File: src/nlc_pkg.sv
package nlc_pkg;

  localparam int NUM_CH      = 16;
  localparam int CH_W        = 4;
  localparam int SAMPLE_W    = 21;
  localparam int DATA_W      = 32;
  localparam int FRAC_BITS   = 8;
  localparam int POLY_ORDER  = 5;
  localparam int MAC_LATENCY = 2;

  // Capture + six passes over all channels + pipeline + output register
  localparam int RUN_CYCLES  = 1 + (POLY_ORDER + 1) * NUM_CH + MAC_LATENCY + 1;

  typedef logic signed [SAMPLE_W-1:0] sample_t;
  typedef logic signed [DATA_W-1:0]   data_t;
  typedef logic [CH_W-1:0]            ch_t;
  // 0 is normalization, 1..5 are Horner passes
  typedef logic [2:0]                 step_t;

  // Output clamp limits in data_t units
  localparam data_t SAT_MAX = (data_t'(1) <<< (SAMPLE_W - 1)) - data_t'(1);
  localparam data_t SAT_MIN = -(data_t'(1) <<< (SAMPLE_W - 1));

  typedef struct packed {
    data_t                  neg_mean;
    data_t                  recip_stdev;
    data_t [POLY_ORDER:0]   coeff;
  } chan_param_t;

  typedef struct packed {
    ch_t   ch;
    step_t step;
  } mac_tag_t;

  // ((a + p) * b >>> FRAC_BITS) + c
  typedef struct packed {
    data_t    a;
    data_t    p;
    data_t    b;
    data_t    c;
    mac_tag_t tag;
  } mac_op_t;

  typedef struct packed {
    logic     valid;
    data_t    value;
    mac_tag_t tag;
  } mac_res_t;

  typedef struct packed {
    logic  valid;
    ch_t   ch;
    step_t step;
  } issue_t;

  typedef enum logic [2:0] {
    IDLE,
    NORM,
    POLY,
    DRAIN,
    DONE
  } ctrl_state_t;

endpackage
File: src/nlc_out_stage.sv
module nlc_out_stage (
  input  logic                                   clk,
  input  logic                                   rst,
  input  nlc_pkg::mac_res_t                      res,
  output nlc_pkg::sample_t [nlc_pkg::NUM_CH-1:0] x_lin
);

  import nlc_pkg::*;

  data_t   scaled;
  sample_t sat;

  always_comb begin
    scaled = $signed(res.value) >>> FRAC_BITS;
    if (scaled > SAT_MAX) begin
      sat = sample_t'(SAT_MAX);
    end else if (scaled < SAT_MIN) begin
      sat = sample_t'(SAT_MIN);
    end else begin
      sat = sample_t'(scaled);
    end
  end

  // Only the last Horner pass is a finished result
  always_ff @(posedge clk) begin
    if (rst) begin
      x_lin <= '0;
    end else if (res.valid && res.tag.step == step_t'(POLY_ORDER)) begin
      x_lin[res.tag.ch] <= sat;
    end
  end

endmodule

File: config.mk
export PLATFORM = sky130hd
export DESIGN_NAME = nlc_out_stage
export DESIGN_NICKNAME = d
export VERILOG_FILES = /design/src/nlc_pkg.sv /design/src/nlc_out_stage.sv
export SDC_FILE = /design/constraint.sdc
export NUM_CORES = 1
export LEC_CHECK = 0
export ABC_AREA = 1
export BUFFER_PORTS_ARGS = -buffer_cell sky130_fd_sc_hd__buf_2
export CORE_ASPECT_RATIO = 0.6
export CORE_MARGIN = 1.5
export CORE_UTILIZATION = 35
export DETAILED_ROUTE_END_ITERATION = 10
export PLACE_DENSITY = 0.57
export RECOVER_POWER = 25
export SYNTH_ARGS = -nofsm -noshare
export SYNTH_HDL_FRONTEND = slang
export SYNTH_SLANG_ARGS = --single-unit
File: constraint.sdc
create_clock -name clk -period 1.8 [get_ports clk]
set_input_delay 0 -clock clk [delete_from_list [all_inputs] [get_ports clk]]
set_output_delay 0 -clock clk [all_outputs]
set_load 0.01 [all_outputs]
==> run summary <==
Peak VDD IR: 0.595 mV
Pre-antenna DRT Iters: 4
CP Max Fanout: 41
Initial Util: 35.9%
Initial antenna violation count: 1
Max FFs per register: 336
CTS clk-pin slew, worst paths: 0.07 ns
Clock buffer depth: 3
CP Class: input port to flip-flop
Max-slew violation count: 0
Pwr dens: 904 nW/µm²
Average size of a mapped cell: 6.38 µm²
Worst min-delay path category: input port to flip-flop
GRT Util Overall: 20.6%
Hold Path Origin: res[6]
DP Wirelength: 29600 µm
Run status: complete, no violations
Core box area: 39500 µm²
Max Clk Rate: 583 MHz
#FFs+latches synth: 336
Die Span Y: 159 µm
CTS Root Cell: clkbuf_16
Max stage delay on crit path: 0.61 ns
Placement Rows: 56
RSZ-0062 raised after global routing: true
CP top delay family: buffers and inverters
Clock latency on the worst-skew pair: 0.52 ns
Fin crit share: 95.4%
Final setup margin: 0.0835 ns
Worst Setup EP: x_lin[33]
R2r setup slk: 0.69 ns
Clock sink count: 336
Setup WS pre-CTS: 0.398 ns
R2R cell count: 3
Element type at the critical path end: flip-flop
Max-Cap Viols: 0
Post-Syn Nets: 2266
Wire length per cell: 14.1 µm
Setup TNS: 0 ns
FFs w/ async S/R, synth: 0%
Area Overhead vs Synth: 24.9%
Top Ports: 378
CTS H-tree lvls: 2
Crit path buf inv count: 5
Mapped Area: 14200 µm²
Via Count: 13200
Fin. Hold Viols: 0
Layout cell share with drive strength beyond 1: 13.1%
Biggest register: x_lin
Yosys warns: 0
Count of different cell masters after synthesis: 19
Hold_ws: 0.0327 ns
Cell mode on critical path: nand2_1
Routed Antenna Nets: 0
IO Port Bufs: 369
First-pass GRT wire length: 68600 µm
Final net count: 2621
Detailed Route Iter0 Violations: 758
Crit-path cells: buf_2, dlygate4sd3_1, inv_1, nand2_1, dlygate4sd3_1, nor2_1, nand2_2, buf_8, nand2_1, nand2_1, nor2_1
Startpoint types: input port
Drt total wl: 44100 µm
DRC violations left: 0
Post-synth EDFFs: 0
Final setup viols: 0
Slowest cell on crit path: dlygate4sd3_1
Sequential area share after synthesis: 47.4%
Min Tclk post-route: 1.72 ns
Post-synth top flop: dfxtp_1
Vias in the first global route: 12300
Arrival @ worst endpoint: 2.16 ns
Die X: 263 µm
Cell count along the critical path: 11
Non-filler cells, final: 3127
Largest net degree at the start of global routing: 68
Clk_skew: 0 ns
TritonCTS Buffers: 35
Worst r2r dst: x_lin[335]
P_leak: 9.37 nW
Global route overflow: 0
Largest regs: x_lin (336)
Slew margin rel.: 51.7%
Die Area: 41800 µm²
Cells after synthesis: 2224
Via density: 4.22
Worst Path Required: 2.24 ns
RD Place Congestion: 0.799
Worst Setup SP: res[4]
Tightest Pin Transition: 0.724 ns
R2R Path Start: x_lin[335]
DP Cell Count: 3039
CTS tree: built
==> worst min path at each step <==
stage / slack (ns) / endpoint / cells past startpoint
2_1_floorplan: 0.23 / x_lin[272] / 2
3_3_place_gp: 0.35 / x_lin[56] / 5
3_5_place_dp: 0.36 / x_lin[56] / 5
4_1_cts: 0.005 / x_lin[251] / 5
5_1_grt: 0.05 / x_lin[251] / 5
6_report: 0.03 / x_lin[20] / 6
==> synth_stat cells (4+ instances only) <==
cell type | n | area share (%)
a21oi_1 | 15 | 0.53
buf_1 | 6 | 0.16
buf_2 | 70 | 2.5
buf_4 | 26 | 1.4
buf_6 | 8 | 0.63
clkbuf_1 | 19 | 0.50
dfxtp_1 | 336 | 47
inv_1 | 331 | 8.8
nand2_1 | 721 | 19
nand2_2 | 6 | 0.26
nand3_1 | 16 | 0.56
nand3_4 | 4 | 0.49
nor2_1 | 660 | 17
==> through the flow <==
stage | power, mW | cell area [µm²] | util [%]
final | 16.0 | 17700 | 44.9
after global placement | 8.43 | 16500 | 41.6
after CTS | 16.2 | 17800 | 45.1
after detailed placement | 8.44 | 16500 | 41.6
after global routing | 16.7 | 17700 | 44.9
after floorplan | 8.10 | 14200 | -
==> layer usage <==
metal  vias up  wire length (µm)  GRT usage, %
li1       7016                 -             -
met1      5871             20700          27.0
met2       281             20100          34.5
met3        42              2690          5.10
met4         0               591          3.97
met5         -                 0             0
==> area by class of cell <==
cell class | instances | area (µm²)
Tap cell | 522 | 653
Sequential cell | 336 | 6730
Antenna cell | 1 | 2.50
Multi-Input combinational cell | 1425 | 5480
Timing Repair Buffer | 448 | 2380
Clock inverter | 7 | 110
Fill cell | 4195 | 21800
Clock buffer | 55 | 1110
Inverter | 333 | 1260
==> worst min-delay path, stage by stage <==
cell	delay (ns)
buf_2	0.12
nor2_2	0.08
nand2_1	0.09
nor2_1	0.08
nor2_1	0.09
nor2_1	0.05
==> kinds of logic (layout without fill, tap and decap cells) <==
| family | Yosys count | count (layout) | share of synthesized area [%] |
|---|---|---|---|
| buf+inv | 463 | 843 | 14.1 |
| compound gates | 15 | 15 | 0.529 |
| flops | 336 | 336 | 47.4 |
| other cells | 0 | 1 | 0 |
| simple gates | 1410 | 1410 | 38.0 |
==> report_power, final <==
part | total (mW) | internal [mW] | switching, mW
clock | 7.73 | 4.67 | 3.06
combinational | 0.807 | 0.217 | 0.590
sequential | 7.48 | 7.46 | 0.0161
total | 16.0 | 12.4 | 3.66
==> what timing repair did <==
item | 4_1_cts | 5_1_grt
setup buffers | 0 | 9
hold endpoints to repair | 17 | 0
hold buffers | 15 | 0
resized for setup | 0 | 10
setup endpoints to repair | 0 | 65
==> cell usage in the layout, fill, tap and decap left out, types with 2 or more instances in the layout <==
| cell type | n |
|---|---|
| buf_6 | 2 |
| buf_12 | 8 |
| nand2_1 | 718 |
| clkbuf_16 | 37 |
| a21oi_1 | 15 |
| inv_1 | 331 |
| nand2_2 | 9 |
| buf_4 | 52 |
| buf_2 | 205 |
| clkinv_2 | 4 |
| nor2_2 | 2 |
| dfxtp_1 | 336 |
| nor2_1 | 659 |
| clkbuf_8 | 12 |
| nand3_4 | 4 |
| dlygate4sd3_1 | 15 |
| nand3_1 | 16 |
| clkbuf_1 | 171 |
| bufinv_16 | 3 |
Power figures use the tool's default switching activity.
