`src/nlc_pkg.sv`:
```
package nlc_pkg;

  localparam int NUM_CH      = 16;
  localparam int CH_W        = 4;
  localparam int SAMPLE_W    = 21;
  localparam int DATA_W      = 32;
  localparam int FRAC_BITS   = 8;
  localparam int POLY_ORDER  = 5;
  localparam int MAC_LATENCY = 2;

  // Capture + six passes over all channels + pipeline + output register
  localparam int RUN_CYCLES  = 1 + (POLY_ORDER + 1) * NUM_CH + MAC_LATENCY + 1;

  typedef logic signed [SAMPLE_W-1:0] sample_t;
  typedef logic signed [DATA_W-1:0]   data_t;
  typedef logic [CH_W-1:0]            ch_t;
  // 0 is normalization, 1..5 are Horner passes
  typedef logic [2:0]                 step_t;

  // Output clamp limits in data_t units
  localparam data_t SAT_MAX = (data_t'(1) <<< (SAMPLE_W - 1)) - data_t'(1);
  localparam data_t SAT_MIN = -(data_t'(1) <<< (SAMPLE_W - 1));

  typedef struct packed {
    data_t                  neg_mean;
    data_t                  recip_stdev;
    data_t [POLY_ORDER:0]   coeff;
  } chan_param_t;

  typedef struct packed {
    ch_t   ch;
    step_t step;
  } mac_tag_t;

  // ((a + p) * b >>> FRAC_BITS) + c
  typedef struct packed {
    data_t    a;
    data_t    p;
    data_t    b;
    data_t    c;
    mac_tag_t tag;
  } mac_op_t;

  typedef struct packed {
    logic     valid;
    data_t    value;
    mac_tag_t tag;
  } mac_res_t;

  typedef struct packed {
    logic  valid;
    ch_t   ch;
    step_t step;
  } issue_t;

  typedef enum logic [2:0] {
    IDLE,
    NORM,
    POLY,
    DRAIN,
    DONE
  } ctrl_state_t;

endpackage
```
`src/nlc_mac.sv`:
```
module nlc_mac (
  input  logic              clk,
  input  logic              rst,
  input  nlc_pkg::mac_op_t  op,
  input  logic              op_valid,
  output nlc_pkg::mac_res_t res
);

  import nlc_pkg::*;

  logic                       s1_valid;
  logic signed [2*DATA_W-1:0] s1_prod;
  data_t                      s1_c;
  mac_tag_t                   s1_tag;

  logic                       s2_valid;
  data_t                      s2_value;
  mac_tag_t                   s2_tag;

  data_t                      pre_sum;
  data_t                      mul_b;
  logic signed [2*DATA_W-1:0] prod;

  always_comb begin
    pre_sum = op.a + op.p;
    mul_b   = op.b;
    prod    = pre_sum * mul_b;
  end

  always_ff @(posedge clk) begin
    if (rst) begin
      s1_valid <= 1'b0;
      s2_valid <= 1'b0;
    end else begin
      s1_valid <= op_valid;
      s2_valid <= s1_valid;
    end
  end

  always_ff @(posedge clk) begin
    s1_prod  <= prod;
    s1_c     <= op.c;
    s1_tag   <= op.tag;
    // Arithmetic shift by FRAC_BITS, keep low DATA_W bits, wrap on add
    s2_value <= data_t'(s1_prod[FRAC_BITS +: DATA_W]) + s1_c;
    s2_tag   <= s1_tag;
  end

  assign res = '{valid: s2_valid, value: s2_value, tag: s2_tag};

endmodule

```
`config.mk`:
```
export PLATFORM = sky130hd
export DESIGN_NAME = nlc_mac
export DESIGN_NICKNAME = d
export VERILOG_FILES = /design/src/nlc_pkg.sv /design/src/nlc_mac.sv
export SDC_FILE = /design/constraint.sdc
export NUM_CORES = 2
export LEC_CHECK = 0
export BUFFER_PORTS_ARGS = -buffer_cell sky130_fd_sc_hd__buf_4
export CAP_MARGIN = 0
export CORE_MARGIN = 2
export CORE_UTILIZATION = 40
export CTS_BUF_LIST = sky130_fd_sc_hd__clkbuf_8 sky130_fd_sc_hd__clkbuf_16
export CTS_CLUSTER_DIAMETER = 150
export DETAILED_ROUTE_END_ITERATION = 6
export SLEW_MARGIN = 10
export SYNTH_ARGS = -nofsm -noshare
export SYNTH_HDL_FRONTEND = slang
export SYNTH_SLANG_ARGS = --single-unit
```
`constraint.sdc`:
```
create_clock -name clk -period 17.11 [get_ports clk]
set_input_delay 0 -clock clk [delete_from_list [all_inputs] [get_ports clk]]
set_output_delay 0 -clock clk [all_outputs]
set_load 0.05 [all_outputs]
```
==> impl_metrics.csv <==
group,metric,value,unit
critical_path,critPathRequiredTime,17.43,ns
synthesis,yosysUniqueCellTypes,54,
synthesis,ys.flop_type,"dfxtp_1",
drt,wl,69400,µm
timing,hold_violations,0,
critical_path,crit_path_top_delay_cell,"o41ai_1",
drt,drt_iter0_drc,794,
grt,grt_pass1_wl,115000,µm
synthesis,synth-seq-cells,112,
timing,finalCritPeriodShare,0.622,
place,gp_congestion,0.826,
critical_path,critical-path-max-stage-delay,1.00,ns
drt,wire_per_inst,17.1,µm
timing,worst_pin_slew,1.16,ns
finish,drive_above_1_share,0.0781,
critical_path,worst-path-stages,41,
critical_path,critPathKind,"in -> reg",
clock_tree,numCtsBuffers,9,
synthesis,synth_warnings,0,
floorplan,core_area,0.0689,mm²
synthesis,avgSynthCellArea,9.36,µm²
timing,drv_slew,0,
synthesis,yosys.area.top_type,"fa_1",
critical_path,crit_arrival,10.95,ns
floorplan,initial_core_util,0.406,
grt,antenna_found_initial,0,
place,numPortBuffers,177,
critical_path,path_buf_inv,4,
critical_path,timing.critical_path.max_delay_family,"adder cells",
clock_tree,cts_tree,"done",
synthesis,async_reset_ff_frac,0,
drt,vias,19500,
finish,syn2layout_area_growth,10.8,%
clock_tree,htreeDepth,3,
floorplan,num_rows,96,
synthesis,synth_area,0.0280,mm²
clock_tree,cts_sinks,112,
grt,grt.total_usage,0.206,
synthesis,yosys-top-cells-area,"fa_1, and2_1, ha_1, inv_1, dfxtp_1",
grt,grt_pass1_vias,21600,
floorplan,die_area,0.0721,mm²
synthesis,syn_nets,3988,
finish,fin_nets,4118,
clock_tree,clock_path_buffers,2,
synthesis,synth_edf_count,0,
floorplan,die_w,268,µm
critical_path,rr_worst_depth,19,
finish,multi_input_area,0.0228,mm²
timing,fin_skew,0.0107,ns
drt,first_pass_iters,5,
min_path,worstHoldPathType,"in -> reg",
clock_tree,root_buffer,"clkbuf_16",
critical_path,startpoint_type,"primary input",
job,cap_violations,0,
drt,viasPerCell,4.81,
synthesis,syn_inst,2989,
min_path,min_path_cells,4,
critical_path,critPathCaptureType,"flop",
drt,drc,0,
timing,finalSetupTns,0,ns
drt,final_antenna_net_count,0,
clock_tree,clkTransAtPathRegs,0.08,ns
critical_path,cp_common_cell,"xnor2_1",
floorplan,io_pins,178,
floorplan,fp.dieH,268,µm
grt,grt_max_degree,33,
timing,fmax,0.0940,GHz
status,status,"finished clean",
place,hpwl,55700,µm
timing,rsz0062_at_grt,"no",
finish,nFillCells,6837,
timing,max-slew-margin-rel,0.215,
finish,seq_area,0.00224,mm²
clock_tree,clock_latency,0.38,ns
grt,grt.overflow.total,0,
critical_path,path_max_fanout,10,
synthesis,seq_area_frac_synth,0.0801,
clock_tree,postCtsSetupRepairBufs,0,
timing,fin_crit,10.63,ns
timing,setup_violations,0,
synthesis,synth.top_cell.area_share,0.461,
## worst paths after layout
path	start	slack [ns]	endpoint
worst max register to register	s1_prod[8]	12.31	s2_value[30]
worst max-delay path	op[71]	6.48	s1_prod[39]
worst min register to register	s1_tag[1]	0.33	res[1]
worst min-delay path	op[50]	0.22	s1_prod[39]
## through the flow
step	area [µm²]	util	cells	hold WS, ns	setup slack, ns
4_1_cts	31000	0.450	4055	0.188	6.34
2_1_floorplan	28000	-	2989	0.0277	7.59
3_5_place_dp	30300	0.440	3998	0.106	5.94
3_3_place_gp	30300	0.440	3998	0.104	6.18
6_report	31000	0.450	4056	0.215	6.48
5_1_grt	31000	0.450	4055	0.217	5.71
## cells in the mapped netlist (all sizes together), types with 4 or more instances
cell type and count:
nand3 14, a21o 42, nor2b 35, o21bai 8, nor2 43, xnor2 96
and3 11, o21ai 35, a31oi 8, a21oi 55, nand2b 30, ha 217
a211oi 6, xor2 29, or2 4, nand2 290, fa 644, o21a 11
inv 678, dfxtp 112, a21boi 5, nor3 15, and2 436, clkbuf 129
## worst register-to-register path, stage by stage (launching register included)
cell and delay, ns:
dfxtp_1 0.33, ha_1 0.17, inv_1 0.06, fa_1 0.41
nor2b_1 0.12, o21ai_0 0.11, a21boi_1 0.22, o21ai_0 0.13
a21boi_1 0.21, o21ai_0 0.13, a21boi_1 0.20, o21ai_0 0.12
a21boi_0 0.28, o21ai_1 0.23, a211oi_1 0.46, o221ai_1 0.37
o211ai_1 0.46, nand4_1 0.21, a311oi_1 0.35, xor2_1 0.16
## sequential cells by signal (all words and copies together) (netlist names)
register and cells:
s1_prod 32, s1_valid 1, res 7, s1_tag 7, s2_value 32, s2_valid 1, s1_c 32
## placed cells by master (no fill, tap or decap), types with 8 or more instances in the layout
master,instances
o21a_1,10
xnor2_2,9
nand2_1,290
a21oi_1,54
o21ai_0,27
a31oi_1,8
dfxtp_1,112
nand2b_1,30
xnor2_1,87
and2_1,436
buf_4,208
nor2_1,43
nor3_1,15
clkbuf_16,9
ha_1,217
fa_1,644
and3_1,11
dlygate4sd3_1,41
xor2_1,26
nor2b_1,35
o21ai_1,8
a21o_1,42
o21bai_1,8
nand3_1,14
inv_1,678
## cells by family (layout without fill, tap and decap cells)
kind of cell / count (synthesis) / count (layout) / share of synthesized area
buffers and inverters: 808 / 943 / 0.109
xor gates and xnor gates: 127 / 127 / 0.0407
and+or+nand+nor: 887 / 887 / 0.168
adders and majority gates: 861 / 861 / 0.558
other: 0 / 1 / 0
AOI/OAI and AO/OA: 194 / 194 / 0.0452
DFF: 112 / 112 / 0.0801
## layer usage
layer  track usage  vias to the layer above  wire [µm]
met2         0.373                      426      35900
li1              -                     8970          -
met4        0.0743                        0       2410
met5             0                        -          0
met1         0.258                    10000      29000
met3        0.0148                      106       2110
## layout make-up
| cell class | instances | share of cell area |
|---|---|---|
| tap | 931 | 0.0376 |
| sequential | 112 | 0.0723 |
| clock inverter | 7 | 0.00234 |
| multi-input combinational | 2069 | 0.735 |
| clock buffer | 9 | 0.00726 |
| antenna | 1 | 0.0000807 |
| inverter | 678 | 0.0820 |
| timing repair buffer | 249 | 0.0636 |
## timing repair
| action | in CTS | in global routing |
|---|---|---|
| hold buffers | 41 | 0 |
| hold endpoints to repair | 41 | 0 |
| resized for setup | 0 | 0 |
Power is left out: the tool's default activity adds up to more than one toggle a clock period on the data nets, which glitch-free logic cannot reach.
