$ cat config.mk
export PLATFORM = sky130hd
export DESIGN_NAME = nlc_ctrl
export DESIGN_NICKNAME = d
export VERILOG_FILES = /design/src/nlc_pkg.sv /design/src/nlc_ctrl.sv
export SDC_FILE = /design/constraint.sdc
export NUM_CORES = 1
export LEC_CHECK = 0
export BUFFER_PORTS_ARGS = -buffer_cell sky130_fd_sc_hd__buf_2
export CORE_ASPECT_RATIO = 1.5
export CORE_MARGIN = 1.5
export CORE_UTILIZATION = 25
export DETAILED_ROUTE_END_ITERATION = 6
export PLACE_DENSITY_LB_ADDON = 0.05
export SLEW_MARGIN = 0
export SYNTH_ARGS = -nofsm -noshare
export SYNTH_HDL_FRONTEND = slang
export SYNTH_SLANG_ARGS = --single-unit
$ cat constraint.sdc
create_clock -name clk -period 1.95 [get_ports clk]
set_input_delay 0.39 -clock clk [delete_from_list [all_inputs] [get_ports clk]]
set_output_delay 0.39 -clock clk [all_outputs]
set_load 0.02 [all_outputs]
$ cat src/nlc_pkg.sv
package nlc_pkg;

  localparam int NUM_CH      = 16;
  localparam int CH_W        = 4;
  localparam int SAMPLE_W    = 21;
  localparam int DATA_W      = 32;
  localparam int FRAC_BITS   = 8;
  localparam int POLY_ORDER  = 5;
  localparam int MAC_LATENCY = 2;

  // Capture + six passes over all channels + pipeline + output register
  localparam int RUN_CYCLES  = 1 + (POLY_ORDER + 1) * NUM_CH + MAC_LATENCY + 1;

  typedef logic signed [SAMPLE_W-1:0] sample_t;
  typedef logic signed [DATA_W-1:0]   data_t;
  typedef logic [CH_W-1:0]            ch_t;
  // 0 is normalization, 1..5 are Horner passes
  typedef logic [2:0]                 step_t;

  // Output clamp limits in data_t units
  localparam data_t SAT_MAX = (data_t'(1) <<< (SAMPLE_W - 1)) - data_t'(1);
  localparam data_t SAT_MIN = -(data_t'(1) <<< (SAMPLE_W - 1));

  typedef struct packed {
    data_t                  neg_mean;
    data_t                  recip_stdev;
    data_t [POLY_ORDER:0]   coeff;
  } chan_param_t;

  typedef struct packed {
    ch_t   ch;
    step_t step;
  } mac_tag_t;

  // ((a + p) * b >>> FRAC_BITS) + c
  typedef struct packed {
    data_t    a;
    data_t    p;
    data_t    b;
    data_t    c;
    mac_tag_t tag;
  } mac_op_t;

  typedef struct packed {
    logic     valid;
    data_t    value;
    mac_tag_t tag;
  } mac_res_t;

  typedef struct packed {
    logic  valid;
    ch_t   ch;
    step_t step;
  } issue_t;

  typedef enum logic [2:0] {
    IDLE,
    NORM,
    POLY,
    DRAIN,
    DONE
  } ctrl_state_t;

endpackage
$ cat src/nlc_ctrl.sv
module nlc_ctrl (
  input  logic            clk,
  input  logic            rst,
  input  logic            start,
  output nlc_pkg::issue_t issue,
  output logic            capture,
  output logic            done
);

  import nlc_pkg::*;

  ctrl_state_t                          state;
  ch_t                                  ch_cnt;
  step_t                                step_cnt;
  logic                                 issue_en;
  logic [$clog2(MAC_LATENCY+1)-1:0]     drain_cnt;
  logic                                 accept;
  logic                                 last_issue;

  // Starts while busy are dropped
  assign accept     = start && (state == IDLE || state == DONE);
  assign capture    = accept;
  assign last_issue = issue_en && ch_cnt == ch_t'(NUM_CH - 1)
                      && step_cnt == step_t'(POLY_ORDER);
  assign issue      = '{valid: issue_en, ch: ch_cnt, step: step_cnt};

  always_ff @(posedge clk) begin
    if (rst) begin
      state     <= IDLE;
      ch_cnt    <= '0;
      step_cnt  <= '0;
      issue_en  <= 1'b0;
      drain_cnt <= '0;
      done      <= 1'b0;
    end else begin
      case (state)
        IDLE, DONE: begin
          if (accept) begin
            state    <= NORM;
            ch_cnt   <= '0;
            step_cnt <= '0;
            done     <= 1'b0;
          end
        end
        NORM, POLY: begin
          // Nothing issued in the capture cycle after start
          issue_en <= 1'b1;
          if (issue_en) begin
            ch_cnt <= ch_cnt + 1'b1;
            if (ch_cnt == ch_t'(NUM_CH - 1)) begin
              step_cnt <= step_cnt + 1'b1;
              state    <= POLY;
            end
            if (last_issue) begin
              issue_en  <= 1'b0;
              drain_cnt <= '0;
              state     <= DRAIN;
            end
          end
        end
        DRAIN: begin
          drain_cnt <= drain_cnt + 1'b1;
          // Pipeline plus output register
          if (drain_cnt == MAC_LATENCY) begin
            state <= DONE;
            done  <= 1'b1;
          end
        end
        default: state <= IDLE;
      endcase
    end
  end

  a_idle_no_issue: assert property (@(posedge clk) disable iff (rst)
    (state == IDLE || state == DONE) |-> !issue.valid);

  // A channel's result must land before its next pass reads it
  a_interleave_depth: assert property (@(posedge clk) NUM_CH > MAC_LATENCY);

endmodule

==> metrics.csv <==
metric,value,unit
Fin. Hold Viols,0,
IO buf count,12,
R2R Path End,ch_cnt[3],
post-layout min period,1.65,ns
worst reg-to-reg setup slack,0.30,ns
RSZ-0062 raised after global routing,no,
worst reg2reg path startpoint,state[0],
n_diodes,0,
final wirelength,2.13,mm
Hold Path Class,flop to flop,
Total Nets Final,122,
Int Power,0.492,mW
global-route wire length before repair,3.51,mm
CTS resizes,0,
clk root buf,clkbuf_8,
Worst-path clk slew,0.06,ns
CTS Hold Bufs,0,
Die Y,73.4,um
CP max FO,9,
post-synthesis sequential area ratio,33.9,%
Starting Density,26.2,%
Max Cap Viol,0,
crit path launch type,flop,
Rows,25,
CTS Buffer Depth,2,
syn_nets,107,
Netlist Area Pre-Place,827,sq um
HPWL Detailed,1.58,mm
antenna-violating nets left,0,
Hold Path Origin,drain_cnt[0],
area of the core,3160,sq um
drt wl/cell,13.8,um
final instance area,992,sq um
hold path depth,2,
WS Path Type,flop to flop,
GRT Util Overall,12.6,%
Clock power frac,44.5,%
"Cell Chain, Critical Path",a311oi_2 -> or4_1 -> a211oi_2,
Post-CTS Setup Repair Bufs,0,
worst reg-to-reg path cell count,3,
Post-Syn Area per Cell,8.27,sq um
"EDFF count, synth",0,
antenna violations before repair,0,
DRC,0,
Psw,0.154,mW
ys flop type,dfxtp_1,
post-route setup TNS,0,ns
routed vias,772,
worst rel slew slack,66.4,%
"FFs w/ async S/R, synth",0,%
H-tree depth,1,
Unique masters post-synth,34,
Hold EP,drain_cnt[0],
drt first pass iters,4,
CP endpoint kind,flop,
crit-path max cell delay,0.56,ns
YS warnings,0,
Max Fclk,607,MHz
clk sinks,14,
largest net degree at the start of global routing,15,
leakage power,0.368,nW
ratio of cells with drive above 1 in the final layout,23.7,%
Layout Skew,0.00495,ns
Gate Count Post-Synth,100,
status,finished clean,
total CTS buffers,3,
TritonCTS clock tree,done,
part of the power in registers,46.4,%
switching share of power,23.9,%
P per Cell Area,651,nW/um^2
area grow syn2layout,20.0,%
combinational power share,9.1,%
Max VDD drop,0.294,mV
gr ovfl total,0,
Final period util,84.5,%
drt first-iter violations,20,
CP max stage cell,or4_1,
worst-skew pair later-pin latency,0.24,ns
# setup viols final,0,
Slew @ Worst Pin,0.501,ns
RD Place Congestion,0.721,
vias in the first global route,767,
CP arrival,1.82,ns
Worst Path Required,2.12,ns
vias per cell,5.01,
number of synthesized register bits,14,
Pins Over Slew Limit,0,
DP Area,937,sq um
die width,50.0,um
die area,3670,sq um
I/O pins,13,
FILL cells,345,
[per-layer routing]
layer,GRT usage (%),up-vias,part of all wire [%]
met5,0,-,0
met4,7.41,0,1.2
met3,1.42,2,2.3
met2,23.3,10,54
met1,13.6,357,43
li1,-,403,-
[stage by stage]
stage               util, %  setup WS, ns  total power, mW  hold slack (ns)  instances
floorplan                 -         0.262            0.347            0.448        100
global placement       29.7         0.355            0.366            0.477        150
detailed placement     29.7         0.323            0.366            0.472        150
CTS                    31.4         0.311            0.661            0.487        154
global route           31.4         0.150            0.675            0.504        154
finish                 31.4         0.301            0.646            0.483        154
[critical path, delay by kind of cell, from the launching register on]
kind	cells	cell delay [ns]
AND/OR/NAND/NOR	1	0.56
flip-flops	1	0.54
AO/OA/AOI/OAI	2	0.46
[flip-flops by register name, summed over array words and instances (netlist names)]
register and flops:
ch_cnt 4, done 1, issue_en 1, step_cnt 3, drain_cnt 2, state 3
[how the worst max path moves through the flow]
stage                     startpoint           to  slack [ns]  cells past startpoint
after CTS                   state[0]    ch_cnt[3]        0.31                      3
after global placement         start    ch_cnt[3]        0.36                      5
after detailed placement       start  step_cnt[2]        0.32                      5
final                       state[0]    ch_cnt[3]        0.30                      3
after floorplan             state[0]      capture        0.26                      3
after global routing        state[0]  step_cnt[2]        0.15                      4
[power groups by stage]
stage	Combinational, mW	Clock [mW]	Sequential [mW]
2_1_floorplan	0.0442	0	0.302
3_3_place_gp	0.0601	0	0.306
3_5_place_dp	0.0600	0	0.306
4_1_cts	0.0600	0.302	0.299
5_1_grt	0.0656	0.309	0.301
6_report	0.0591	0.287	0.300
[placed cells by master, fill, tap and decap left out]
| cell type | n |
|---|---|
| dfxtp_1 | 14 |
| a311oi_1 | 2 |
| inv_1 | 4 |
| nor2_1 | 9 |
| nand3_1 | 3 |
| nor4_1 | 2 |
| or3_2 | 1 |
| and4_2 | 1 |
| and3_1 | 2 |
| a311oi_2 | 1 |
| nand2b_1 | 1 |
| a221oi_1 | 1 |
| buf_4 | 5 |
| a31oi_1 | 3 |
| ha_1 | 4 |
| buf_2 | 12 |
| o31ai_1 | 2 |
| o21ai_0 | 3 |
| nor4b_1 | 1 |
| nand2b_4 | 1 |
| nor3_1 | 10 |
| nand2_1 | 7 |
| a211oi_2 | 1 |
| clkbuf_8 | 4 |
| o21a_4 | 1 |
| a21oi_1 | 8 |
| o22a_1 | 1 |
| xnor2_1 | 2 |
| o2111ai_1 | 1 |
| a41oi_1 | 1 |
| or4_1 | 1 |
| nor2b_1 | 3 |
| nand4bb_1 | 1 |
| a32oi_1 | 1 |
[cell usage after synthesis (2+ instances only)]
cell / instances / area, sq um
inv_1: 4 / 15.0
nor3_1: 10 / 50.1
a311oi_1: 2 / 17.5
nor2_1: 9 / 33.8
ha_1: 4 / 50.1
o21ai_0: 3 / 15.0
a21oi_1: 8 / 40.0
clkbuf_1: 5 / 18.8
xnor2_1: 2 / 17.5
dfxtp_1: 14 / 280
nor4_1: 2 / 12.5
nand2_1: 7 / 26.3
nand3_1: 3 / 15.0
o31ai_1: 2 / 15.0
nor2b_1: 3 / 18.8
and3_1: 2 / 12.5
a31oi_1: 3 / 18.8
[cell type report]
| class | instances | area [sq um] | area share [%] |
|---|---|---|---|
| multi-input combinational | 75 | 494 | 49.8 |
| sequential | 14 | 280 | 28.2 |
| timing repair buffer | 17 | 97.6 | 9.84 |
| clock buffer | 4 | 55.1 | 5.55 |
| tap | 40 | 50.0 | 5.04 |
| inverter | 4 | 15.0 | 1.51 |
[cells by family after synthesis]
group           Yosys count  synth area share (%)
simple gates             43                  28.3
compound gates           26                  23.3
flops                    14                  33.9
buf+inv                  11                  6.35
fa+ha+maj                 4                  6.05
xor+xnor                  2                  2.12
(Power assumes the default switching activity.)
