### src/nlc_pkg.sv
package nlc_pkg;

  localparam int NUM_CH      = 16;
  localparam int CH_W        = 4;
  localparam int SAMPLE_W    = 21;
  localparam int DATA_W      = 32;
  localparam int FRAC_BITS   = 8;
  localparam int POLY_ORDER  = 5;
  localparam int MAC_LATENCY = 2;

  // Capture + six passes over all channels + pipeline + output register
  localparam int RUN_CYCLES  = 1 + (POLY_ORDER + 1) * NUM_CH + MAC_LATENCY + 1;

  typedef logic signed [SAMPLE_W-1:0] sample_t;
  typedef logic signed [DATA_W-1:0]   data_t;
  typedef logic [CH_W-1:0]            ch_t;
  // 0 is normalization, 1..5 are Horner passes
  typedef logic [2:0]                 step_t;

  // Output clamp limits in data_t units
  localparam data_t SAT_MAX = (data_t'(1) <<< (SAMPLE_W - 1)) - data_t'(1);
  localparam data_t SAT_MIN = -(data_t'(1) <<< (SAMPLE_W - 1));

  typedef struct packed {
    data_t                  neg_mean;
    data_t                  recip_stdev;
    data_t [POLY_ORDER:0]   coeff;
  } chan_param_t;

  typedef struct packed {
    ch_t   ch;
    step_t step;
  } mac_tag_t;

  // ((a + p) * b >>> FRAC_BITS) + c
  typedef struct packed {
    data_t    a;
    data_t    p;
    data_t    b;
    data_t    c;
    mac_tag_t tag;
  } mac_op_t;

  typedef struct packed {
    logic     valid;
    data_t    value;
    mac_tag_t tag;
  } mac_res_t;

  typedef struct packed {
    logic  valid;
    ch_t   ch;
    step_t step;
  } issue_t;

  typedef enum logic [2:0] {
    IDLE,
    NORM,
    POLY,
    DRAIN,
    DONE
  } ctrl_state_t;

endpackage
### src/nlc_work_regs.sv
module nlc_work_regs (
  input  logic                                   clk,
  input  logic                                   rst,
  input  logic                                   capture,
  input  nlc_pkg::sample_t [nlc_pkg::NUM_CH-1:0] x_adc,
  input  nlc_pkg::issue_t                        issue,
  input  nlc_pkg::chan_param_t                   rd_param,
  output nlc_pkg::ch_t                           rd_ch,
  output nlc_pkg::mac_op_t                       op,
  output logic                                   op_valid,
  input  nlc_pkg::mac_res_t                      res
);

  import nlc_pkg::*;

  sample_t [NUM_CH-1:0] samp_q;
  data_t                norm [NUM_CH];
  data_t                acc  [NUM_CH];

  always_ff @(posedge clk) begin
    if (capture) begin
      samp_q <= x_adc;
    end
  end

  assign rd_ch    = issue.ch;
  assign op_valid = issue.valid;

  always_comb begin
    data_t samp_ext;
    samp_ext = data_t'(samp_q[issue.ch]) <<< FRAC_BITS;
    op.tag   = '{ch: issue.ch, step: issue.step};
    if (issue.step == '0) begin
      // Normalize as (x + neg_mean) * recip_stdev
      op.a = samp_ext;
      op.p = rd_param.neg_mean;
      op.b = rd_param.recip_stdev;
      op.c = '0;
    end else begin
      // Horner step acc * norm + next lower coefficient
      op.a = acc[issue.ch];
      op.p = '0;
      op.b = norm[issue.ch];
      op.c = rd_param.coeff[POLY_ORDER - int'(issue.step)];
    end
  end

  // Scratch bank writeback by result tag
  always_ff @(posedge clk) begin
    if (rst) begin
      norm <= '{default: '0};
      acc  <= '{default: '0};
    end else begin
      if (issue.valid && issue.step == '0) begin
        acc[issue.ch] <= rd_param.coeff[POLY_ORDER];
      end
      if (res.valid) begin
        if (res.tag.step == '0) begin
          norm[res.tag.ch] <= res.value;
        end else begin
          acc[res.tag.ch] <= res.value;
        end
      end
    end
  end

  // Channel interleave keeps writeback away from the channel being read
  a_no_rw_clash: assert property (@(posedge clk) disable iff (rst)
    (res.valid && issue.valid) |-> (res.tag.ch != issue.ch));

endmodule

### config.mk
export PLATFORM = sky130hd
export DESIGN_NAME = nlc_work_regs
export DESIGN_NICKNAME = d
export VERILOG_FILES = /design/src/nlc_pkg.sv /design/src/nlc_work_regs.sv
export SDC_FILE = /design/constraint.sdc
export NUM_CORES = 2
export LEC_CHECK = 0
export BUFFER_PORTS_ARGS = -buffer_cell sky130_fd_sc_hd__buf_2
export CAP_MARGIN = 20
export CORE_MARGIN = 10
export CORE_UTILIZATION = 63
export DETAILED_ROUTE_END_ITERATION = 7
export PLACE_DENSITY = 0.89
export SKIP_LAST_GASP = 1
export SLEW_MARGIN = 10
export SYNTH_ARGS = -nofsm -noshare
export SYNTH_HDL_FRONTEND = slang
export SYNTH_SLANG_ARGS = --single-unit
### constraint.sdc
create_clock -name clk -period 3.4 [get_ports clk]
set_clock_uncertainty 0.1 [all_clocks]
set_input_delay 0.51 -clock clk [delete_from_list [all_inputs] [get_ports clk]]
set_output_delay 0.51 -clock clk [all_outputs]
set_load 0.01 [all_outputs]
==> impl_metrics.ini, run 1 <==
[global_route]
antenna_found_initial = 111
grt_use_total_pct = 62.0
grt_max_degree = 126
grt.overflow.total = 4

[clock_tree]
numCtsBuffers = 137
clock-root-buffer = clkbuf_16
cts_max_level = 4
clock_sinks = 1360
cts.path.max_buffers = 3
cts_resized = 0

[place]
place_congestion = 0.985
dp_hpwl_mm = 144
post_dp_cell_area_mm2 = 0.0679
pre_cts_ws_ns = 0.131
port_buffers = 782
dp_cells = 8067

[floorplanning]
io_pins = 783
die_h_um = 335
die_w_um = 335
start_util_pct = 63.5
fp-row-count = 115

[yosys]
synth_edf_count = 336
yosys_warnings = 0
syn_area_mm2 = 0.0626
synth_cell_types = 43
ys_async_sr_fraction_pct = 0
syn_area_per_cell_um2 = 9.71
synth_cells = 6451
dominantRegCellSynth = dfxtp_1
yosysSeqAreaShare_pct = 48.9
syn_nets = 7094
ys_seq_elements = 1360

[status]
lastStage = 5_1_grt
outcome = aborted with a tool error
error_line = [ERROR GRT-0232] Routing congestion too high. Check the congestion heatmap in the GUI.

[sta]
repair-timing-grt-worst-ep = op[114]
worstEpCategory = primary output
## metrics by stage
stage                     hold WS [ns]  utilization, %
after global placement           0.338            68.9
after detailed placement         0.344            68.9
after CTS                       0.0415            77.0
after floorplan                  0.333               -
## logic make-up after synthesis
group / count (synthesis) / share of synthesized area [%]
AND/OR/NAND/NOR: 2120 / 13.4
buffers and inverters: 694 / 4.86
AO/OA/AOI/OAI: 1386 / 14.4
multiplexers: 891 / 18.5
flip-flops: 1360 / 48.9
## synthesized netlist by cell type, drive strengths merged (6+ instances only)
master,count,area [um2]
and3,6,37.5
a211o,11,96.3
nor2,586,2220
dfxtp,1024,20500
nor3,56,317
nor4,11,83.8
mux2,25,282
and2,35,219
a211oi,362,2720
a21oi,580,2900
mux2i,654,6550
a22o,22,193
nor2b,11,68.8
a311oi,161,1410
buf,209,1220
mux4,212,4770
o22ai,156,976
clkbuf,483,1810
or3,7,53.8
nand2,1382,5190
edfxtp,336,10100
a22oi,82,616
a221oi,9,78.8
nand3,11,55.1
## repair_timing
action                    CTS
hold buffers              336
hold endpoints to repair  336
buffers inserted            0
## layer usage
layer	global-route usage [%]	overflow
met5	32.3	0
met4	56.8	4
met3	49.5	0
met2	78.4	0
met1	60.4	0
==> inputs of run 2 (changes only) <==
CORE_UTILIZATION = 40   (was 63)
PLACE_DENSITY = default   (was 0.89)
PLACE_DENSITY_LB_ADDON = 0.15   (was default)
==> run 2 against run 1 <==
Net effect:
- synthesized cell count stayed put
- area after synthesis unchanged
- the flow now finishes, with violations (setup timing)
==> impl_metrics.ini, run 2 <==
[finish]
mostFrequentLayoutCells = 1364 x nand2_1, 1024 x dfxtp_1, 778 x buf_2
syn2layout_area_growth_pct = 24.1
drive_above_1_share_pct = 21.0
top_regs = acc: 512 flops, norm: 512 flops, samp_q: 336 flops
final_nets = 7923
instances_no_fill = 9467
final_common_cell = nand2_1

[power]
powerDensity_mw_per_mm2 = 479
p_leak_nw = 29.2
ir_worst_vdd_v = 0.000418

[global_route]
grt_pass1_wl_mm = 353
grt.overflow.total = 0
antenna_found_initial = 20
grt_max_degree = 139
grt_use_total_pct = 26.3
first_global_vias = 53850

[drt]
wl_per_cell_um = 25.0
vias = 53732
ant_nets = 0
drc = 0
totalWireLength_mm = 237
routed_via_density = 5.68
first_pass_iters = 6
drt_iter0_markers = 4764

[floorplanning]
start_util_pct = 40.2
fp-row-count = 145
coreArea_mm2 = 0.156
die_h_um = 416
die_w_um = 416
io_pins = 783
die_area_mm2 = 0.173

[sta]
tns_ns = -0.0832
report.final.slew_viol_count = 0
max_freq_ghz = 0.287
hold_violations = 0
setup_ws_ns = -0.0832
period_needed_ns = 3.48
rsz0062_at_grt = yes
worstMarginPinSlew_ns = 1.04
post-route-period-util_pct = 102
slew_headroom_pct = 30.4
setup_viol = 1

[yosys]
synth_top_area_share_pct = 32.7
syn_area_per_cell_um2 = 9.71
ys_async_sr_fraction_pct = 0
yosys_warnings = 0
dominantRegCellSynth = dfxtp_1
syn_area_mm2 = 0.0626
ys_seq_elements = 1360
syn_nets = 7094
yosysSeqAreaShare_pct = 48.9
synth_edf_count = 336
synth_area_leaders = dfxtp_1 33%, edfxtp_1 16%, mux2i_1 10%
synth_cells = 6451
synth_cell_types = 43
synth_top_area_cell = dfxtp_1
synth_commonest_cells = 1381 x nand2_1, 1024 x dfxtp_1, 654 x mux2i_1, 580 x a21oi_1, 578 x nor2_1
synth.most_common_cell = nand2_1

[setup_path]
crit_start = acc[297]
endpoint = op[112]
crit_type = reg -> out
timing.rr.start = acc[104]
r2r_end = acc[104]
cp.required_ns = 2.79
startpoint_type = register
endpoint_kind = output pin
ff2ff_setup_slack_ns = 2.49
worstPathArrival_ns = 2.87
reg2reg_depth = 2
cp_max_fo = 2

[clock_tree]
clk_pin_slew_ns = 0.06
clock-root-buffer = clkbuf_16
insertion_delay_ns = 0.79
numCtsBuffers = 148
cts.path.max_buffers = 3
clock_sinks = 1360
cts_tree = built
cts_max_level = 4

[place]
dp_hpwl_mm = 149
place_congestion = 0.952
port_buffers = 782
dp_cells = 8832

[status]
violations = setup timing
outcome = finished with violations

[hold_path]
hold_class = in -> reg

[job]
cap_violations = 0
run 2: cell counts after synthesis:
No cell type changed its count.
run 2: worst min path at each step:
| stage | endpoint | startpoint | slack [ns] | cells past startpoint |
|---|---|---|---|---|
| 2_1_floorplan | norm[288] | norm[288] | 0.33 | 2 |
| 6_report | samp_q[273] | capture | 0.06 | 1 |
| 5_1_grt | acc[356] | rd_param[164] | 0.04 | 3 |
| 3_5_place_dp | norm[298] | norm[298] | 0.34 | 2 |
| 4_1_cts | acc[280] | rd_param[184] | 0.0001 | 3 |
| 3_3_place_gp | norm[460] | norm[460] | 0.34 | 2 |
run 2: kinds of logic after synthesis:
kind of cell | after synthesis | synth area share [%]
buffers and inverters | 694 | 4.86
AOI/OAI and AO/OA | 1386 | 14.4
muxes | 891 | 18.5
and+or+nand+nor | 2120 | 13.4
DFF | 1360 | 48.9
run 2: worst max-delay path, cell delays in order, from the launching register on:
cell	delay (ns)
dfxtp_1	0.33
mux4_2	0.47
a22o_1	0.31
nor4_4	0.54
a21oi_1	0.20
buf_2	0.21
run 2: final cells by class:
class                   count  area (um2)
fillers                 13920       78100
flip-flops and latches   1360       30600
multi-input cells        4397       29300
repair buffers           1371       10300
clock buffers             204        4220
well taps                2058        2570
clock inverters            67         753
diodes                      8        20.0
inverters                   2        7.51
run 2: per-stage QoR:
stage	hold slack [ns]	power [W]	utilization (%)	cell area, um2	setup WS [ns]
floorplan	0.333	0.0191	-	62600	0.620
global placement	0.338	0.0206	44.3	69100	-0.376
detailed placement	0.343	0.0206	44.3	69100	-0.387
CTS	0.000121	0.0374	49.8	77700	-0.110
global route	0.0357	0.0383	49.9	77700	-0.119
finish	0.0584	0.0372	49.9	77700	-0.0832
run 2: power by group:
| group | switching (W) | total, W | internal, W |
|---|---|---|---|
| combinational | 0.00196 | 0.00337 | 0.00141 |
| clock | 0.00705 | 0.0166 | 0.00951 |
| sequential | 0.000200 | 0.0173 | 0.0171 |
| total | 0.00921 | 0.0372 | 0.0280 |
run 2: layer usage:
| metal | track usage [%] | share of wire (%) | wire length, um |
|---|---|---|---|
| met5 | 0 | 0.014 | 34 |
| met2 | 44.5 | 49 | 115000 |
| met1 | 33.4 | 41 | 97300 |
| met3 | 4.72 | 6.7 | 15800 |
| met4 | 9.88 | 3.7 | 8840 |
run 2: repair_timing:
action	CTS	global route
setup buffers	0	0
hold buffers	356	0
endpoints found under the setup margin	5	4
endpoints found under the hold margin	382	0
gates resized for setup	7	3
(Power assumes the default switching activity.)
